===== src/rtl/dcache_pkg.sv =====
`default_nettype none

package dcache_pkg;

    typedef logic [31:0] word_t;
    typedef logic [31:0] addr_t;
    typedef logic [3:0] strb_t;

    // cpu request, strb ignored on loads
    typedef struct packed {
        addr_t addr;
        word_t wdata;
        strb_t strb;
        logic write;
    } cpu_req_t;

    // shared by AR and AW
    typedef struct packed {
        addr_t addr;
        logic [7:0] len;
    } axi_addr_t;

    typedef struct packed {
        word_t data;
        strb_t strb;
        logic last;
    } axi_w_t;

    typedef struct packed {
        word_t data;
        logic last;
    } axi_r_t;

    typedef enum logic [1:0] {
        idle,
        writeback,
        refill,
        respond
    } ctrl_state_t;

    localparam int DEF_LINE_WORDS_LOG = 3;
    localparam int DEF_INDEX_BITS = 7;

    // replace the strobed bytes of old_word with those of new_word
    function automatic word_t byte_merge(word_t old_word, word_t new_word, strb_t strb);
        word_t merged;
        merged = old_word;
        for (int b = 0; b < 4; b++) begin
            if (strb[b]) begin
                merged[8*b +: 8] = new_word[8*b +: 8];
            end
        end
        return merged;
    endfunction

endpackage

`default_nettype wire


===== src/rtl/axi_line_master.sv =====
`timescale 1ns/1ns
`default_nettype none

module axi_line_master #(
    parameter int LINE_WORDS_LOG = dcache_pkg::DEF_LINE_WORDS_LOG,
    parameter int INDEX_BITS = dcache_pkg::DEF_INDEX_BITS
) (
    input wire clk,
    input wire rst,
    input wire fill_start,
    input wire evict_start,
    input wire dcache_pkg::addr_t line_addr,
    input wire dcache_pkg::addr_t victim_addr,
    input wire victim_way,
    input wire dcache_pkg::word_t wb_data,
    output logic wb_rd_en,
    output logic wb_way,
    output logic [INDEX_BITS-1:0] wb_index,
    output logic [LINE_WORDS_LOG-1:0] wb_word,
    output logic fill_valid,
    output logic [LINE_WORDS_LOG-1:0] fill_word_idx,
    output dcache_pkg::word_t fill_data,
    output logic fill_done,
    output logic evict_done,
    output logic ar_valid,
    output dcache_pkg::axi_addr_t ar,
    input wire ar_ready,
    input wire r_valid,
    input wire dcache_pkg::axi_r_t r,
    output logic r_ready,
    output logic aw_valid,
    output dcache_pkg::axi_addr_t aw,
    input wire aw_ready,
    output logic w_valid,
    output dcache_pkg::axi_w_t w,
    input wire w_ready,
    input wire b_valid
);
    import dcache_pkg::*;

    localparam int LINE_WORDS = 1 << LINE_WORDS_LOG;
    localparam logic [7:0] BURST_LEN = 8'(LINE_WORDS - 1);

    typedef enum logic [2:0] {m_idle, m_copy, m_aw, m_w, m_b, m_ar, m_r} line_state_t;

    line_state_t st;
    addr_t job_addr;
    logic job_way;
    logic [LINE_WORDS_LOG:0] copy_cnt;
    logic [LINE_WORDS_LOG-1:0] beat;
    word_t line_buf [LINE_WORDS];

    assign ar_valid = st == m_ar;
    assign ar.addr = job_addr;
    assign ar.len = BURST_LEN;
    assign r_ready = st == m_r;
    assign aw_valid = st == m_aw;
    assign aw.addr = job_addr;
    assign aw.len = BURST_LEN;
    assign w_valid = st == m_w;
    assign w.data = line_buf[beat];
    assign w.strb = 4'hf;
    assign w.last = &beat;

    // victim read port, data arrives one cycle after the address
    assign wb_rd_en = st == m_copy && !copy_cnt[LINE_WORDS_LOG];
    assign wb_way = job_way;
    assign wb_index = job_addr[LINE_WORDS_LOG + 2 +: INDEX_BITS];
    assign wb_word = copy_cnt[LINE_WORDS_LOG-1:0];

    assign fill_valid = st == m_r && r_valid;
    assign fill_word_idx = beat;
    assign fill_data = r.data;
    assign fill_done = fill_valid && r.last;
    assign evict_done = st == m_b && b_valid;

    always_ff @(posedge clk) begin
        if (rst) begin
            st <= m_idle;
            copy_cnt <= '0;
            beat <= '0;
        end else begin
            case (st)
                m_copy: begin
                    copy_cnt <= copy_cnt + 1'b1;
                    if (copy_cnt[LINE_WORDS_LOG]) st <= m_aw;
                end
                m_aw: if (aw_ready) st <= m_w;
                m_w: begin
                    if (w_ready) begin
                        beat <= beat + 1'b1;
                        if (&beat) st <= m_b;
                    end
                end
                m_b: if (b_valid) st <= m_idle;
                m_ar: if (ar_ready) st <= m_r;
                m_r: begin
                    if (r_valid) begin
                        beat <= beat + 1'b1;
                        if (r.last) st <= m_idle;
                    end
                end
                default: ;
            endcase
            // new jobs; a refill may follow the B beat directly
            if (evict_start) begin
                st <= m_copy;
                copy_cnt <= '0;
            end
            if (fill_start) begin
                st <= m_ar;
                beat <= '0;
            end
        end
    end

    always_ff @(posedge clk) begin
        if (evict_start) begin
            job_addr <= victim_addr;
            job_way <= victim_way;
        end
        if (fill_start) begin
            job_addr <= line_addr;
        end
        if (st == m_copy && copy_cnt != '0) begin
            line_buf[LINE_WORDS_LOG'(copy_cnt - 1'b1)] <= wb_data;
        end
    end

endmodule

`default_nettype wire


===== config.mk =====
export PLATFORM = sky130hd
export DESIGN_NAME = axi_line_master
export DESIGN_NICKNAME = d
export VERILOG_FILES = /design/src/rtl/dcache_pkg.sv /design/src/rtl/axi_line_master.sv
export SDC_FILE = /design/constraint.sdc
export NUM_CORES = 1
export LEC_CHECK = 0
export BUFFER_PORTS_ARGS = -buffer_cell sky130_fd_sc_hd__buf_2
export CAP_MARGIN = 20
export CORE_MARGIN = 3
export CORE_UTILIZATION = 50
export DETAILED_ROUTE_END_ITERATION = 8
export HOLD_SLACK_MARGIN = 0.12
export PLACE_DENSITY = 0.77
export SYNTH_ARGS = -nofsm -noshare
export SYNTH_HDL_FRONTEND = slang
export SYNTH_SLANG_ARGS = --single-unit

===== constraint.sdc =====
create_clock -name clk -period 7.05 [get_ports clk]
set_input_delay 0.705 -clock clk [delete_from_list [all_inputs] [get_ports clk]]
set_output_delay 0.705 -clock clk [all_outputs]
set_load 0.05 [all_outputs]

==> out/qor.csv <==
stage;metric;value;unit
status;result of the run;finished clean;
critical_path;endpoint of the worst register-to-register path;line_buf[1][28];
cts;CTS sink count;302;
cts;clock latency on the worst-skew pair;0.54;ns
synth;Mean Syn Cell Area;19.7;µm²
critical_path;critical path fanouts, max;50;
hold_path;endpoint with the worst hold slack;wb_way;
timing;slew at the pin closest to its max-slew limit;0.923;ns
pwr;portion of total power attributed to the clock network;38.5;%
cts;cells resized by post-CTS repair;0;
timing;max-slew violation total from the final report;0;
cts;H-tree levels;1;
detailed_routing;number of iterations in the first detailed-routing pass;4;
pwr;Pleak;5.11;nW
timing;Period Utilization, post-route;53.6;%
critical_path;kind of end point of the critical path;output port;
timing;Max Clk Rate;265;MHz
detailed_routing;Routed WL;24900;µm
cts;post-cts hold buffer count;0;
detailed_routing;final routed wire length divided by cell count;21.5;µm
pwr;power density of the placed cells;265;mW/mm²
finish;Final Core Density;58.8;%
finish;area of all placed cells without fillers;0.0145;mm²
critical_path;path type of the worst setup path;flip-flop to output port;
global_route;total routing usage reported by global routing;18.4;%
place;final weighted congestion of routability-driven global placement;0.859;
pwr;power share of the sequential group;52.6;%
place;post-detailed-placement cell area;0.0136;mm²
pwr;fraction of power spent switching nets;23.7;%
floorplanning;core footprint;0.0246;mm²
cts;Clk pin slew, worst setup/hold paths;0.06;ns
critical_path;r2r startpoint;st[0];
synth;number of distinct library cells after synthesis;45;
finish;Area Growth Syn to Fin;14.2;%
synth;total of flip-flops plus latches after synthesis;302;
detailed_routing;post-detailed-route via-to-cell ratio;5.46;
pwr;P_sw;0.906;mW
critical_path;Slowest cell on crit path;buf_4;
floorplanning;effective utilization at floorplan;51.5;%
hold_path;Hold Path Origin;victim_way;
global_route;via count of the first global-routing pass;6646;
floorplanning;height of the chip;165;µm
place;placement-stage worst setup slack;3.75;ns
hold_path;class of the worst hold path;input pin to flip-flop;
detailed_routing;DRC violations left;0;
pwr;Internal Dissipation;2.92;mW
critical_path;data required time of the critical path;6.34;ns
cts;clock tree from TritonCTS;built;
floorplanning;number of placement rows;57;
pwr;combinational group share of total power;8.9;%
critical_path;worst-case register-to-register setup slack;4.43;ns
timing;RSZ-0062 raised after global routing;false;
finish;count of antenna diodes in the layout;0;
critical_path;Critical Path AT;3.07;ns
timing;count of endpoints failing setup in the final report;0;
place;detailed placement HPWL;15800;µm
cts;root buffer selected by CTS;clkbuf_16;
run;count of max-cap constraint violations;0;
global_route;overflow left after global routing;0;
finish;layout cells sized above 1;48.5;%
floorplanning;die width;165;µm
timing;Sum Neg Setup Slack;0;ns
detailed_routing;violation count after the first detailed-routing iteration;478;
synth;post-synthesis sequential area ratio;70.5;%
place;port buffer count;225;
timing;final worst clock skew;0.0151;ns
detailed_routing;vias after detailed routing;6312;
critical_path;stage delay of the slowest cell on the critical path;0.78;ns
floorplanning;die area;0.0273;mm²
synth;netlist area before placement;0.0127;mm²
timing;Final Worst Setup Slack;3.27;ns
hold_path;number of stages on the worst hold path;1;
global_route;first-pass GRT wire length;38400;µm
finish;Layout Nets;953;
synth;Cells after Synth;642;
critical_path;CP Cell Sequence;buf_4, mux4_1, mux2_4, buf_2;
cts;Max Buffers Root-to-Sink;3;
timing;Relative slew margins;38.5;%
timing;Hold Fails Final Rpt;0;
floorplanning;I/O Pins;310;
synth;count of warnings emitted by yosys;0;
detailed_routing;number of nets with antenna violations after routing;0;
global_route;maximum number of pins on one net before global-route repair;65;
pwr;largest voltage drop on the vdd net;0.188;mV
critical_path;launching element type of the critical path;flip-flop;
critical_path;R2R cell count;4;
global_route;initial antenna violation count;2;
cts;CTS Buf Count;30;
cts;setup repair bufs after CTS;0;
timing;post-route minimum period;3.78;ns
[sequential cells by signal, indices dropped and copies added (netlist names), named ones only]
| signal | cells |
|---|---|
| st | 3 |
| job_addr | 32 |
| fill_word_idx | 3 |
| line_buf | 256 |
| wb_way | 1 |
| copy_cnt | 4 |
[power by group through the flow]
stage	Combinational, mW	Clock, mW	Sequential (mW)
2_1_floorplan	0.258	0	2.12
3_5_place_dp	0.341	0	2.05
6_report	0.340	1.47	2.01
5_1_grt	0.355	1.59	2.02
4_1_cts	0.341	1.51	2.01
3_3_place_gp	0.336	0	2.05
[stage by stage]
step,std cells,hold WS (ns),power [mW]
final,1157,0.353,3.83
after CTS,1157,0.326,3.87
after floorplan,660,0.486,2.38
after global placement,1102,0.534,2.39
after detailed placement,1102,0.559,2.39
after global routing,1157,0.324,3.96
[worst max-delay path by stage]
stage	from	endpoint	slack [ns]	cells past startpoint
floorplan	copy_cnt[0]	line_buf[6][0]	3.36	4
global placement	flip-flop	w[14]	3.81	4
detailed placement	flip-flop	w[36]	3.75	4
CTS	flip-flop	w[36]	3.16	4
global route	flip-flop	w[14]	3.07	4
finish	flip-flop	w[14]	3.27	4
[kinds of logic after synthesis]
family	count (synthesis)	share of synthesized area, %
AO/OA/AOI/OAI	18	1.09
XOR/XNOR	5	0.346
adder cells (fa/ha/maj)	4	0.395
buffers and inverters	125	7.11
flip-flops	302	70.5
multiplexers	132	18.2
other	2	0.0593
AND/OR/NAND/NOR	54	2.25
[synth_stat cells (all sizes together)]
master	count	area, µm²
or4b	1	10.0
mux2i	2	20.0
a211oi	2	15.0
buf	116	867
and3b	2	17.5
nor3	13	65.1
and2	2	12.5
and4bb	1	12.5
o31a	1	8.76
ha	4	50.1
mux2	66	773
nand2b	1	6.26
nor3b	1	12.5
a22o	1	8.76
clkbuf	5	18.8
nand2	11	41.3
or2	1	6.26
nand3	2	10.0
or3b	1	8.76
nor2	12	45.0
a2111oi	1	15.0
a211o	1	8.76
and3	3	18.8
conb	2	7.51
o21ai	5	28.8
xor2	4	35.0
dfxtp	13	260
a31oi	2	12.5
xnor2	1	8.76
edfxtp	289	8680
a21oi	3	18.8
mux4	64	1520
a311oi	1	8.76
nor2b	3	18.8
o31ai	1	12.5
inv	4	15.0
[routing by layer]
layer,share of wire (%),up-vias,GRT usage [%]
li1,-,2789,-
met1,43,3257,25.8
met2,50,209,30.5
met3,5.3,53,3.14
met4,2.2,4,4.54
met5,0.084,-,0
[critical path: cells and delay by family (launching register included)]
kind	cells	cell delay, ns
flip-flops	1	0.54
multiplexers	2	0.96
buffers and inverters	2	0.99
[final cells by class]
cell class | count | area, µm²
Multi-Input combinational cell | 233 | 2950
Clock buffer | 39 | 785
Fill cell | 1841 | 10100
Clock inverter | 16 | 133
Tap cell | 324 | 405
Inverter | 4 | 15.0
Timing Repair Buffer | 239 | 1230
Sequential cell | 302 | 8950
[cells in the final DEF (no fill, tap or decap), types with 2 or more instances in the layout]
master	count
a21oi_1	2
a211oi_1	2
o21ai_0	3
nor2_4	4
dfxtp_1	10
mux4_1	20
a31oi_1	2
nand3_1	2
conb_1	20
clkinv_1	9
inv_1	4
buf_4	14
xor2_1	4
mux2_4	8
mux2_2	58
clkbuf_1	9
nand2_1	11
mux4_2	44
nor3_1	9
and3_1	3
ha_1	4
bufinv_16	2
clkbuf_16	30
and3b_1	2
buf_2	225
nor2_1	8
dfxtp_4	2
and2_1	2
mux2i_1	2
clkinv_2	3
nor2b_1	3
nor3_2	4
edfxtp_1	289
(Power assumes the default switching activity.)
