==> src/rtl/dcache_pkg.sv <==
`default_nettype none

package dcache_pkg;

    typedef logic [31:0] word_t;
    typedef logic [31:0] addr_t;
    typedef logic [3:0] strb_t;

    // cpu request, strb ignored on loads
    typedef struct packed {
        addr_t addr;
        word_t wdata;
        strb_t strb;
        logic write;
    } cpu_req_t;

    // shared by AR and AW
    typedef struct packed {
        addr_t addr;
        logic [7:0] len;
    } axi_addr_t;

    typedef struct packed {
        word_t data;
        strb_t strb;
        logic last;
    } axi_w_t;

    typedef struct packed {
        word_t data;
        logic last;
    } axi_r_t;

    typedef enum logic [1:0] {
        idle,
        writeback,
        refill,
        respond
    } ctrl_state_t;

    localparam int DEF_LINE_WORDS_LOG = 3;
    localparam int DEF_INDEX_BITS = 7;

    // replace the strobed bytes of old_word with those of new_word
    function automatic word_t byte_merge(word_t old_word, word_t new_word, strb_t strb);
        word_t merged;
        merged = old_word;
        for (int b = 0; b < 4; b++) begin
            if (strb[b]) begin
                merged[8*b +: 8] = new_word[8*b +: 8];
            end
        end
        return merged;
    endfunction

endpackage

`default_nettype wire

==> src/rtl/dcache_ctrl.sv <==
`timescale 1ns/1ns
`default_nettype none

module dcache_ctrl #(
    parameter int LINE_WORDS_LOG = dcache_pkg::DEF_LINE_WORDS_LOG,
    parameter int INDEX_BITS = dcache_pkg::DEF_INDEX_BITS,
    localparam int TAG_BITS = 32 - INDEX_BITS - LINE_WORDS_LOG - 2
) (
    input wire clk,
    input wire rst,
    input wire req_valid,
    input wire dcache_pkg::cpu_req_t req,
    output logic stall,
    output logic rsp_valid,
    output dcache_pkg::word_t rdata,
    // meta and data ram
    input wire [1:0][TAG_BITS-1:0] way_tag,
    input wire [1:0] way_valid,
    input wire [1:0] way_dirty,
    input wire lru_way,
    input wire dcache_pkg::word_t [1:0] way_data,
    output logic rd_en,
    output logic [INDEX_BITS-1:0] rd_index,
    output logic [LINE_WORDS_LOG-1:0] rd_word,
    output logic [INDEX_BITS-1:0] wr_index,
    output logic [LINE_WORDS_LOG-1:0] wr_word,
    output logic wr_way,
    output dcache_pkg::strb_t wr_strb,
    output dcache_pkg::word_t wr_data,
    output logic [1:0] tag_wr_way,
    output logic [TAG_BITS-1:0] wr_tag,
    output logic [1:0] set_valid_way,
    output logic [1:0] set_dirty_way,
    output logic [1:0] clr_dirty_way,
    output logic touch_en,
    output logic touch_way,
    // line engine
    input wire fill_valid,
    input wire [LINE_WORDS_LOG-1:0] fill_word_idx,
    input wire dcache_pkg::word_t fill_data,
    input wire fill_done,
    input wire evict_done,
    output logic fill_start,
    output logic evict_start,
    output dcache_pkg::addr_t line_addr,
    output dcache_pkg::addr_t victim_addr,
    output logic victim_way
);
    import dcache_pkg::*;

    localparam int OFFSET = LINE_WORDS_LOG + 2;

    typedef logic [TAG_BITS-1:0] tag_t;

    ctrl_state_t state;
    logic lk_valid;
    cpu_req_t lk;
    word_t fill_word_q;
    tag_t lk_tag;
    logic [INDEX_BITS-1:0] lk_index;
    logic [LINE_WORDS_LOG-1:0] lk_word;
    logic [1:0] hit_way, victim_oh;
    logic hit, hit_now, miss, store_hit, victim_dirty, fill_end, fill_hit_word;

    assign lk_tag = lk.addr[31 -: TAG_BITS];
    assign lk_index = lk.addr[OFFSET +: INDEX_BITS];
    assign lk_word = lk.addr[2 +: LINE_WORDS_LOG];

    assign hit_way = {way_valid[1] && way_tag[1] == lk_tag, way_valid[0] && way_tag[0] == lk_tag};
    assign hit = |hit_way;
    assign hit_now = state == idle && lk_valid && hit;
    assign miss = state == idle && lk_valid && !hit;
    assign store_hit = hit_now && lk.write;
    assign victim_oh = lru_way ? 2'b10 : 2'b01;
    assign victim_dirty = |(victim_oh & way_valid & way_dirty);
    assign fill_end = state == refill && fill_done;
    assign fill_hit_word = fill_valid && fill_word_idx == lk_word;

    // cpu side
    assign stall = miss || state == writeback || state == refill;
    assign rsp_valid = hit_now || state == respond;
    assign rdata = (state == respond) ? fill_word_q : way_data[hit_way[1]];
    assign rd_en = req_valid && !stall;
    assign rd_index = req.addr[OFFSET +: INDEX_BITS];
    assign rd_word = req.addr[2 +: LINE_WORDS_LOG];

    // bank writes: store hit, or refill beats with the pending store merged
    assign wr_index = lk_index;
    assign wr_word = (state == refill) ? fill_word_idx : lk_word;
    assign wr_way = (state == refill) ? lru_way : hit_way[1];
    assign wr_strb = store_hit ? lk.strb : (state == refill && fill_valid) ? 4'hf : 4'h0;
    assign wr_data = (state != refill) ? lk.wdata :
                     (fill_hit_word && lk.write) ? byte_merge(fill_data, lk.wdata, lk.strb) :
                     fill_data;

    // meta updates
    assign tag_wr_way = fill_end ? victim_oh : 2'b00;
    assign wr_tag = lk_tag;
    assign set_valid_way = tag_wr_way;
    assign set_dirty_way = (store_hit ? hit_way : 2'b00) |
                           ((fill_end && lk.write) ? victim_oh : 2'b00);
    assign clr_dirty_way = (fill_end && !lk.write) ? victim_oh : 2'b00;
    assign touch_en = hit_now || fill_end;
    assign touch_way = fill_end ? lru_way : hit_way[1];

    // line jobs, write-back first when the victim is dirty
    assign evict_start = miss && victim_dirty;
    assign fill_start = (miss && !victim_dirty) || (state == writeback && evict_done);
    assign line_addr = {lk_tag, lk_index, {OFFSET{1'b0}}};
    assign victim_addr = {way_tag[lru_way], lk_index, {OFFSET{1'b0}}};
    assign victim_way = lru_way;

    always_ff @(posedge clk) begin
        if (rst) begin
            state <= idle;
            lk_valid <= 1'b0;
        end else begin
            if (!stall) begin
                lk_valid <= req_valid;
            end
            case (state)
                idle: if (miss) state <= victim_dirty ? writeback : refill;
                writeback: if (evict_done) state <= refill;
                refill: if (fill_done) state <= respond;
                default: state <= idle;
            endcase
        end
    end

    always_ff @(posedge clk) begin
        if (rd_en) begin
            lk <= req;
        end
        // requested word for the load answer
        if (state == refill && fill_hit_word) begin
            fill_word_q <= fill_data;
        end
    end

endmodule

`default_nettype wire

==> config.mk <==
export PLATFORM = sky130hd
export DESIGN_NAME = dcache_ctrl
export DESIGN_NICKNAME = d
export VERILOG_FILES = /design/src/rtl/dcache_pkg.sv /design/src/rtl/dcache_ctrl.sv
export SDC_FILE = /design/constraint.sdc
export NUM_CORES = 1
export LEC_CHECK = 0
export BUFFER_PORTS_ARGS = -buffer_cell sky130_fd_sc_hd__clkbuf_2
export CORE_AREA = 10 10 149 151
export DETAILED_ROUTE_END_ITERATION = 8
export DIE_AREA = 0 0 159 161
export GPL_ROUTABILITY_DRIVEN = 0
export GPL_TIMING_DRIVEN = 1
export SETUP_SLACK_MARGIN = 0.1
export SLEW_MARGIN = 20
export SYNTH_ARGS = -nofsm -noshare
export SYNTH_HDL_FRONTEND = slang
export SYNTH_SLANG_ARGS = --single-unit
export TNS_END_PERCENT = 100
==> constraint.sdc <==
create_clock -name clk -period 6.3 [get_ports clk]
set_input_delay 0.63 -clock clk [delete_from_list [all_inputs] [get_ports clk]]
set_output_delay 0.63 -clock clk [all_outputs]
set_load 0.01 [all_outputs]
==> metrics.md, run 1 <==
| Metric | Value |
|---|---|
| Post-Synthesis Cells | `486` |
| DRT antenna net count | `0` |
| DRC | `0` |
| Largest net degree at the start of global routing | `41` |
| Max-cap viol count | `0` |
| CP required | `5670 ps` |
| First-pass GRT wire length | `32.4 mm` |
| Cts bufs inserted | `9` |
| Via Count | `4,820` |
| Synth warn | `0` |
| Chip height | `161 um` |
| Async S/R FF share, synth | `0%` |
| Status | `finished, final reports clean` |
| Starting Density | `30.8%` |
| CP endpoint kind | `primary output` |
| Die footprint | `25,600 sq um` |
| H-tree depth | `3` |
| Tightest Pin Transition | `998 ps` |
| Share of cells above drive strength 1 | `55.7%` |
| Cell family with most CP delay | `simple AND/OR/NAND/NOR gates` |
| Vias per cell | `4.48` |
| Clock Latency Late Sink | `350 ps` |
| Synth cell types | `39` |
| WS Path Type | `register to primary output` |
| Drt initial violations | `279` |
| Die width | `159 um` |
| Layout area overhead | `33.7%` |
| Number of global-route vias before repair | `5,283` |
| Bufs on Longest Clock Path | `2` |
| Initial antenna violation count | `0` |
| Pleak | `3.76 nW` |
| CTS resizes | `0` |
| Seq/Total Area, Yosys | `51.3%` |
| DR WL/cell | `20.4 um` |
| Worst path depth | `7` |
| Global route overflow | `0` |
| Highest Clock Rate | `0.250 GHz` |
| CTS tree | `built` |
| Diode count | `0` |
| CP Cell Sequence | `xnor2_1, nand4_1, or4_4, o22ai_4, nor2_1, nor2_4, clkbuf_2` |
| Setup Fix Bufs, Post-CTS | `0` |
| Crit Reg-Reg Startpoint | `line_addr[16]` |
| Crit path from | `line_addr[16]` |
| Worst VDD drop | `0.000168 V` |
| Hold buffers post-CTS | `0` |
| CP endpoint | `rd_en` |
| WP buf/inv | `1` |
| Syn avg cell area | `12.2 sq um` |
| FF-to-FF setup slack | `2580 ps` |
| Critical Path AT | `3370 ps` |
| Global router's overall resource usage | `16.3%` |
| Worst min-delay path startpoint | `req[22]` |
| Input/output buffers | `395` |
| Slew margin rel. | `33.3%` |
| Count of flip-flops with a built-in enable after synthesis | `99` |
| Ys flop type | `edfxtp_1` |
| Core ar. | `19,200 sq um` |
| Clk sinks | `102` |
| Startpoint Class | `register` |
| RSZ-0062 raised after global routing | `false` |
| Slowest cell on crit path | `nor2_4` |
| CTS clk-pin slew, worst paths | `80 ps` |
| # setup viols final | `0` |
| FF-to-FF path depth | `7` |
| Fin crit share | `63.5%` |
| Crit path time final | `4000 ps` |
| Sum Neg Setup Slack | `0 ps` |
| HP Class | `input port to register` |
| FF+latch count, synth | `102` |
| Post-DP HPWL | `18.2 mm` |
| Drt pass-1 iters | `4` |
| Num rows | `51` |
| Crit Path Max Fanout | `29` |
| Final Routed Wirelength | `22.0 mm` |
| Clock root buffer | `clkbuf_16` |
| Reg-to-reg endpoint | `line_addr[22]` |
| Max-slew violation count | `0` |
| Min Hold Slack | `444 ps` |
| Cell Pwr Density | `333 nW/um^2` |
| Cell area after synthesis | `5910 sq um` |
| Net count, final | `1,029` |
| CP max stage delay | `800 ps` |
| # IOs | `408` |
| Fin. Hold Viols | `0` |
| Final Skew | `13.5 ps` |
==> cell usage in the layout, fill, tap and decap left out, types with 2 or more instances in the layout <==
| cell type | Yosys | final |
|---|---|---|
| a21boi_1 | 4 | 4 |
| a21oi_1 | 3 | 3 |
| a31o_1 | 4 | 4 |
| a31oi_1 | 2 | 2 |
| and2_1 | 3 | 3 |
| buf_4 | 84 | 5 |
| clkbuf_16 | 0 | 9 |
| clkbuf_2 | 0 | 395 |
| conb_1 | 1 | 10 |
| dfxtp_1 | 3 | 3 |
| edfxtp_1 | 99 | 99 |
| ha_1 | 4 | 3 |
| inv_1 | 6 | 6 |
| inv_6 | 0 | 3 |
| mux2_1 | 27 | 27 |
| mux2_2 | 29 | 29 |
| mux2i_1 | 33 | 33 |
| nand2_1 | 41 | 41 |
| nand2b_1 | 2 | 2 |
| nand3_1 | 5 | 5 |
| nand4_1 | 7 | 7 |
| nor2_1 | 8 | 7 |
| nor3_1 | 8 | 8 |
| nor4_1 | 6 | 5 |
| nor4_2 | 1 | 2 |
| o21a_1 | 2 | 2 |
| o21ai_1 | 35 | 35 |
| xnor2_1 | 18 | 18 |
| xor2_1 | 25 | 25 |
==> worst min-delay path by stage <==
| stage | to | slack (ps) | cells after the start |
|---|---|---|---|
| 3_5_place_dp | state[0] | 520 | 2 |
| 6_report | lk[22] | 440 | 1 |
| 5_1_grt | lk[29] | 420 | 1 |
| 2_1_floorplan | state[0] | 490 | 2 |
| 4_1_cts | lk[31] | 420 | 1 |
| 3_3_place_gp | state[0] | 520 | 2 |
==> stage by stage <==
stage / utilization [%] / instance area, sq um / instances / power (mW) / setup WS, ps
detailed placement: 39.6 / 7610 / 1060 / 2.11 / 2240
finish: 41.1 / 7900 / 1076 / 2.63 / 2300
floorplan: - / 5940 / 495 / 1.71 / 942
global placement: 39.6 / 7610 / 1060 / 2.10 / 2270
CTS: 41.1 / 7900 / 1076 / 2.68 / 2220
global route: 41.1 / 7900 / 1076 / 2.78 / 2090
==> routing by layer <==
metal / up-vias / wire length, um / global-route usage, %
li1: 2314 / - / -
met4: 0 / 427 / 4.51
met1: 2257 / 8780 / 19.3
met2: 225 / 10900 / 27.5
met5: - / 0 / 0
met3: 24 / 1940 / 5.85
==> sequential cells by signal, summed over array words and instances (netlist names) <==
register,cells
fill_word_q,32
line_addr,27
lk,40
lk_valid,1
state,2
==> synthesized netlist by cell type, types with 2 or more instances <==
master,instances,area share (%)
edfxtp_1,99,50
buf_4,84,11
nand2_1,41,2.6
o21ai_1,35,3.0
mux2i_1,33,5.6
mux2_2,29,5.5
mux2_1,27,5.1
xor2_1,25,3.7
xnor2_1,18,2.7
clkbuf_1,10,0.64
nor2_1,8,0.51
nor3_1,8,0.68
nand4_1,7,0.74
inv_1,6,0.38
nor4_1,6,0.64
nand3_1,5,0.42
a21boi_1,4,0.51
a31o_1,4,0.59
buf_2,4,0.34
ha_1,4,0.85
a21oi_1,3,0.25
and2_1,3,0.32
dfxtp_1,3,1.0
a31oi_1,2,0.21
buf_1,2,0.13
nand2b_1,2,0.21
o21a_1,2,0.25
==> area by class of cell <==
class / count / area, sq um
multi-input cells: 287 / 2210
clock buffers: 10 / 229
repair buffers: 400 / 2010
clock inverters: 6 / 62.6
flip-flops and latches: 102 / 3030
fillers: 1879 / 11300
inverters: 6 / 22.5
well taps: 265 / 332
==> cells by family after synthesis <==
kind of cell,Yosys count,synth area share (%)
flops,102,51.3
buf+inv,106,12.2
other cells,1,0.0635
simple gates,86,7.12
xor+xnor,43,6.38
fa+ha+maj,4,0.847
compound gates,55,5.82
mux,89,16.3
==> report_power, final <==
part / switching [mW] / internal (mW)
Combinational: 0.634 / 0.430
Clock: 0.278 / 0.280
Sequential: 0.0891 / 0.916
Total: 1.00 / 1.63
No activity file was read; power rests on OpenSTA's default activity.
==> run 2, diff against run 1 <==
Clock period 6.3 ns to 3.8 ns, I/O delays scaled along.
==> run 2 against run 1 <==
Core utilization grew 0.28 points. Sequential share of layout area decreased by 0.26 points. Via count decreased by 0.44%. Clock skew fell by 3.2 ps. Non-clock buffer count is 6 higher. Largest cell class unchanged. Largest power group unchanged.
==> metrics.md, run 2 (synthesis gave the netlist of run 1 again) <==
| Metric | Value |
|---|---|
| First-pass GRT wire length | `32.1 mm` |
| Commonest non-fill, non-tap cell in the layout | `clkbuf_2` |
| Clock Latency Late Sink | `350 ps` |
| Tightest Pin Transition | `796 ps` |
| Setup Fix Bufs, Post-CTS | `0` |
| Pleak | `3.79 nW` |
| Critical Path AT | `2970 ps` |
| Input/output buffers | `395` |
| Fin crit share | `88.3%` |
| Clock power share | `20.1%` |
| Sequential power share | `38.3%` |
| # IOs | `408` |
| DRC | `0` |
| Sum Neg Setup Slack | `0 ps` |
| Final Skew | `10.2 ps` |
| CP endpoint kind | `primary output` |
| Slew margin rel. | `46.9%` |
| WP buf/inv | `1` |
| Share of cells above drive strength 1 | `56.1%` |
| Worst VDD drop | `0.000311 V` |
| Chip height | `161 um` |
| Cts bufs inserted | `9` |
| Fin. Hold Viols | `0` |
| CP required | `3420 ps` |
| Register bank with the most flops | `lk` |
| RSZ-0062 raised after global routing | `false` |
| Logic pwr share | `41.6%` |
| Cell-internal power | `2.73 mW` |
| CTS clk-pin slew, worst paths | `80 ps` |
| Global router's overall resource usage | `16.1%` |
| Via Count | `4,799` |
| Initial antenna violation count | `0` |
| Final Power | `4.35 mW` |
| Starting Density | `30.8%` |
| Bufs on Longest Clock Path | `2` |
| Slowest cell on crit path | `or4_4` |
| Startpoint Class | `register` |
| DRT antenna net count | `0` |
| Net count, final | `1,035` |
| # setup viols final | `0` |
| Hold buffers post-CTS | `0` |
| Post-DP HPWL | `18.3 mm` |
| Clk sinks | `102` |
| NetSw | `1.62 mW` |
| CTS tree | `built` |
| CP Cell Sequence | `xnor2_1, nand4_1, or4_4, o22ai_4, nor2_1, nor2_4, clkbuf_2` |
| Layout area overhead | `34.6%` |
| Clock root buffer | `clkbuf_16` |
| Num rows | `51` |
| Cell family with most CP delay | `simple AND/OR/NAND/NOR gates` |
| DR WL/cell | `20.0 um` |
| Global route overflow | `0` |
| Max-cap viol count | `0` |
| Largest net degree at the start of global routing | `36` |
| Drt initial violations | `258` |
| Die width | `159 um` |
| CTS resizes | `0` |
| Sw frac | `37.2%` |
| Filler Cell Count | `1,899` |
| Cell Pwr Density | `547 nW/um^2` |
| Status | `finished, final reports clean` |
| Max-slew violation count | `0` |
| Most frequent cells in the layout | `clkbuf_2 (395), edfxtp_1 (99), nand2_1 (41), o21ai_1 (35), mux2i_1 (33)` |
| Final Routed Wirelength | `21.6 mm` |
| Drt pass-1 iters | `6` |
| Vias per cell | `4.44` |
| Number of global-route vias before repair | `5,340` |
| Core ar. | `19,200 sq um` |
| Highest Clock Rate | `0.298 GHz` |
| Die footprint | `25,600 sq um` |
| CP max stage delay | `580 ps` |
| WS Path Type | `register to primary output` |
| H-tree depth | `3` |
| Crit path time final | `3350 ps` |
| Max FFs per register | `40` |
| HP Class | `input port to register` |
| Crit Path Max Fanout | `13` |
| Diode count | `0` |
## run 2: cell types whose count changed in the layout (fill, tap and decap cells not counted)
cell | before | now
nor4_4 | 0 | 1
clkbuf_1 | 1 | 0
clkinv_4 | 1 | 2
buf_12 | 0 | 1
nor4_2 | 2 | 1
buf_4 | 5 | 10
clkinvlp_4 | 0 | 1
clkinv_8 | 1 | 0
inv_6 | 3 | 2
## run 2: final timing paths
path	slack, ps	cells after the start	end	start
min	200	1	lk[28]	req[28]
min reg2reg	540	2	state[0]	state[0]
max	450	7	rd_en	line_addr[22]
max reg2reg	730	7	lk[8]	line_addr[22]
## run 2: final cells by class
| type | instances | area, sq um | share of cell area [%] |
|---|---|---|---|
| Clock buffer | 9 | 225 | 2.83 |
| Clock inverter | 6 | 53.8 | 0.677 |
| Inverter | 6 | 22.5 | 0.283 |
| Multi-Input combinational cell | 287 | 2210 | 27.8 |
| Sequential cell | 102 | 3030 | 38.1 |
| Tap cell | 265 | 332 | 4.17 |
| Timing Repair Buffer | 406 | 2070 | 26.1 |
## run 2: worst register-to-register path, stage by stage (launching register included)
cell      delay [ps]
edfxtp_1         460
xnor2_1          390
nand4_1          160
or4_4            580
o22ai_4          290
nor2_1           130
nor2_4           390
buf_4            340
## run 2: routing by layer
layer  routed length [um]  vias to the layer above  GRT usage (%)
li1                     -                     2326              -
met1                 8650                     2238           18.6
met2                11000                      213           27.9
met3                 1650                       22           5.34
met4                  355                        0           4.80
met5                    0                        -              0
## run 2: stage by stage
step                      utilization (%)  std cells  cell area (sq um)  hold slack, ps  worst slack [ps]
after floorplan                         -        495               5950             458               553
after global placement               40.0       1066               7670             529               748
after detailed placement             40.0       1066               7670             529               744
after CTS                            41.4       1081               7950             179               448
after global routing                 41.4       1081               7950             181               310
final                                41.4       1081               7950             204               445
## run 2: power groups by stage
stage	clock network, mW	logic [mW]	registers [mW]
6_report	0.873	1.81	1.66
5_1_grt	0.954	1.98	1.69
4_1_cts	0.916	1.86	1.67
3_5_place_dp	0	1.85	1.69
3_3_place_gp	0	1.85	1.68
2_1_floorplan	0	1.19	1.64
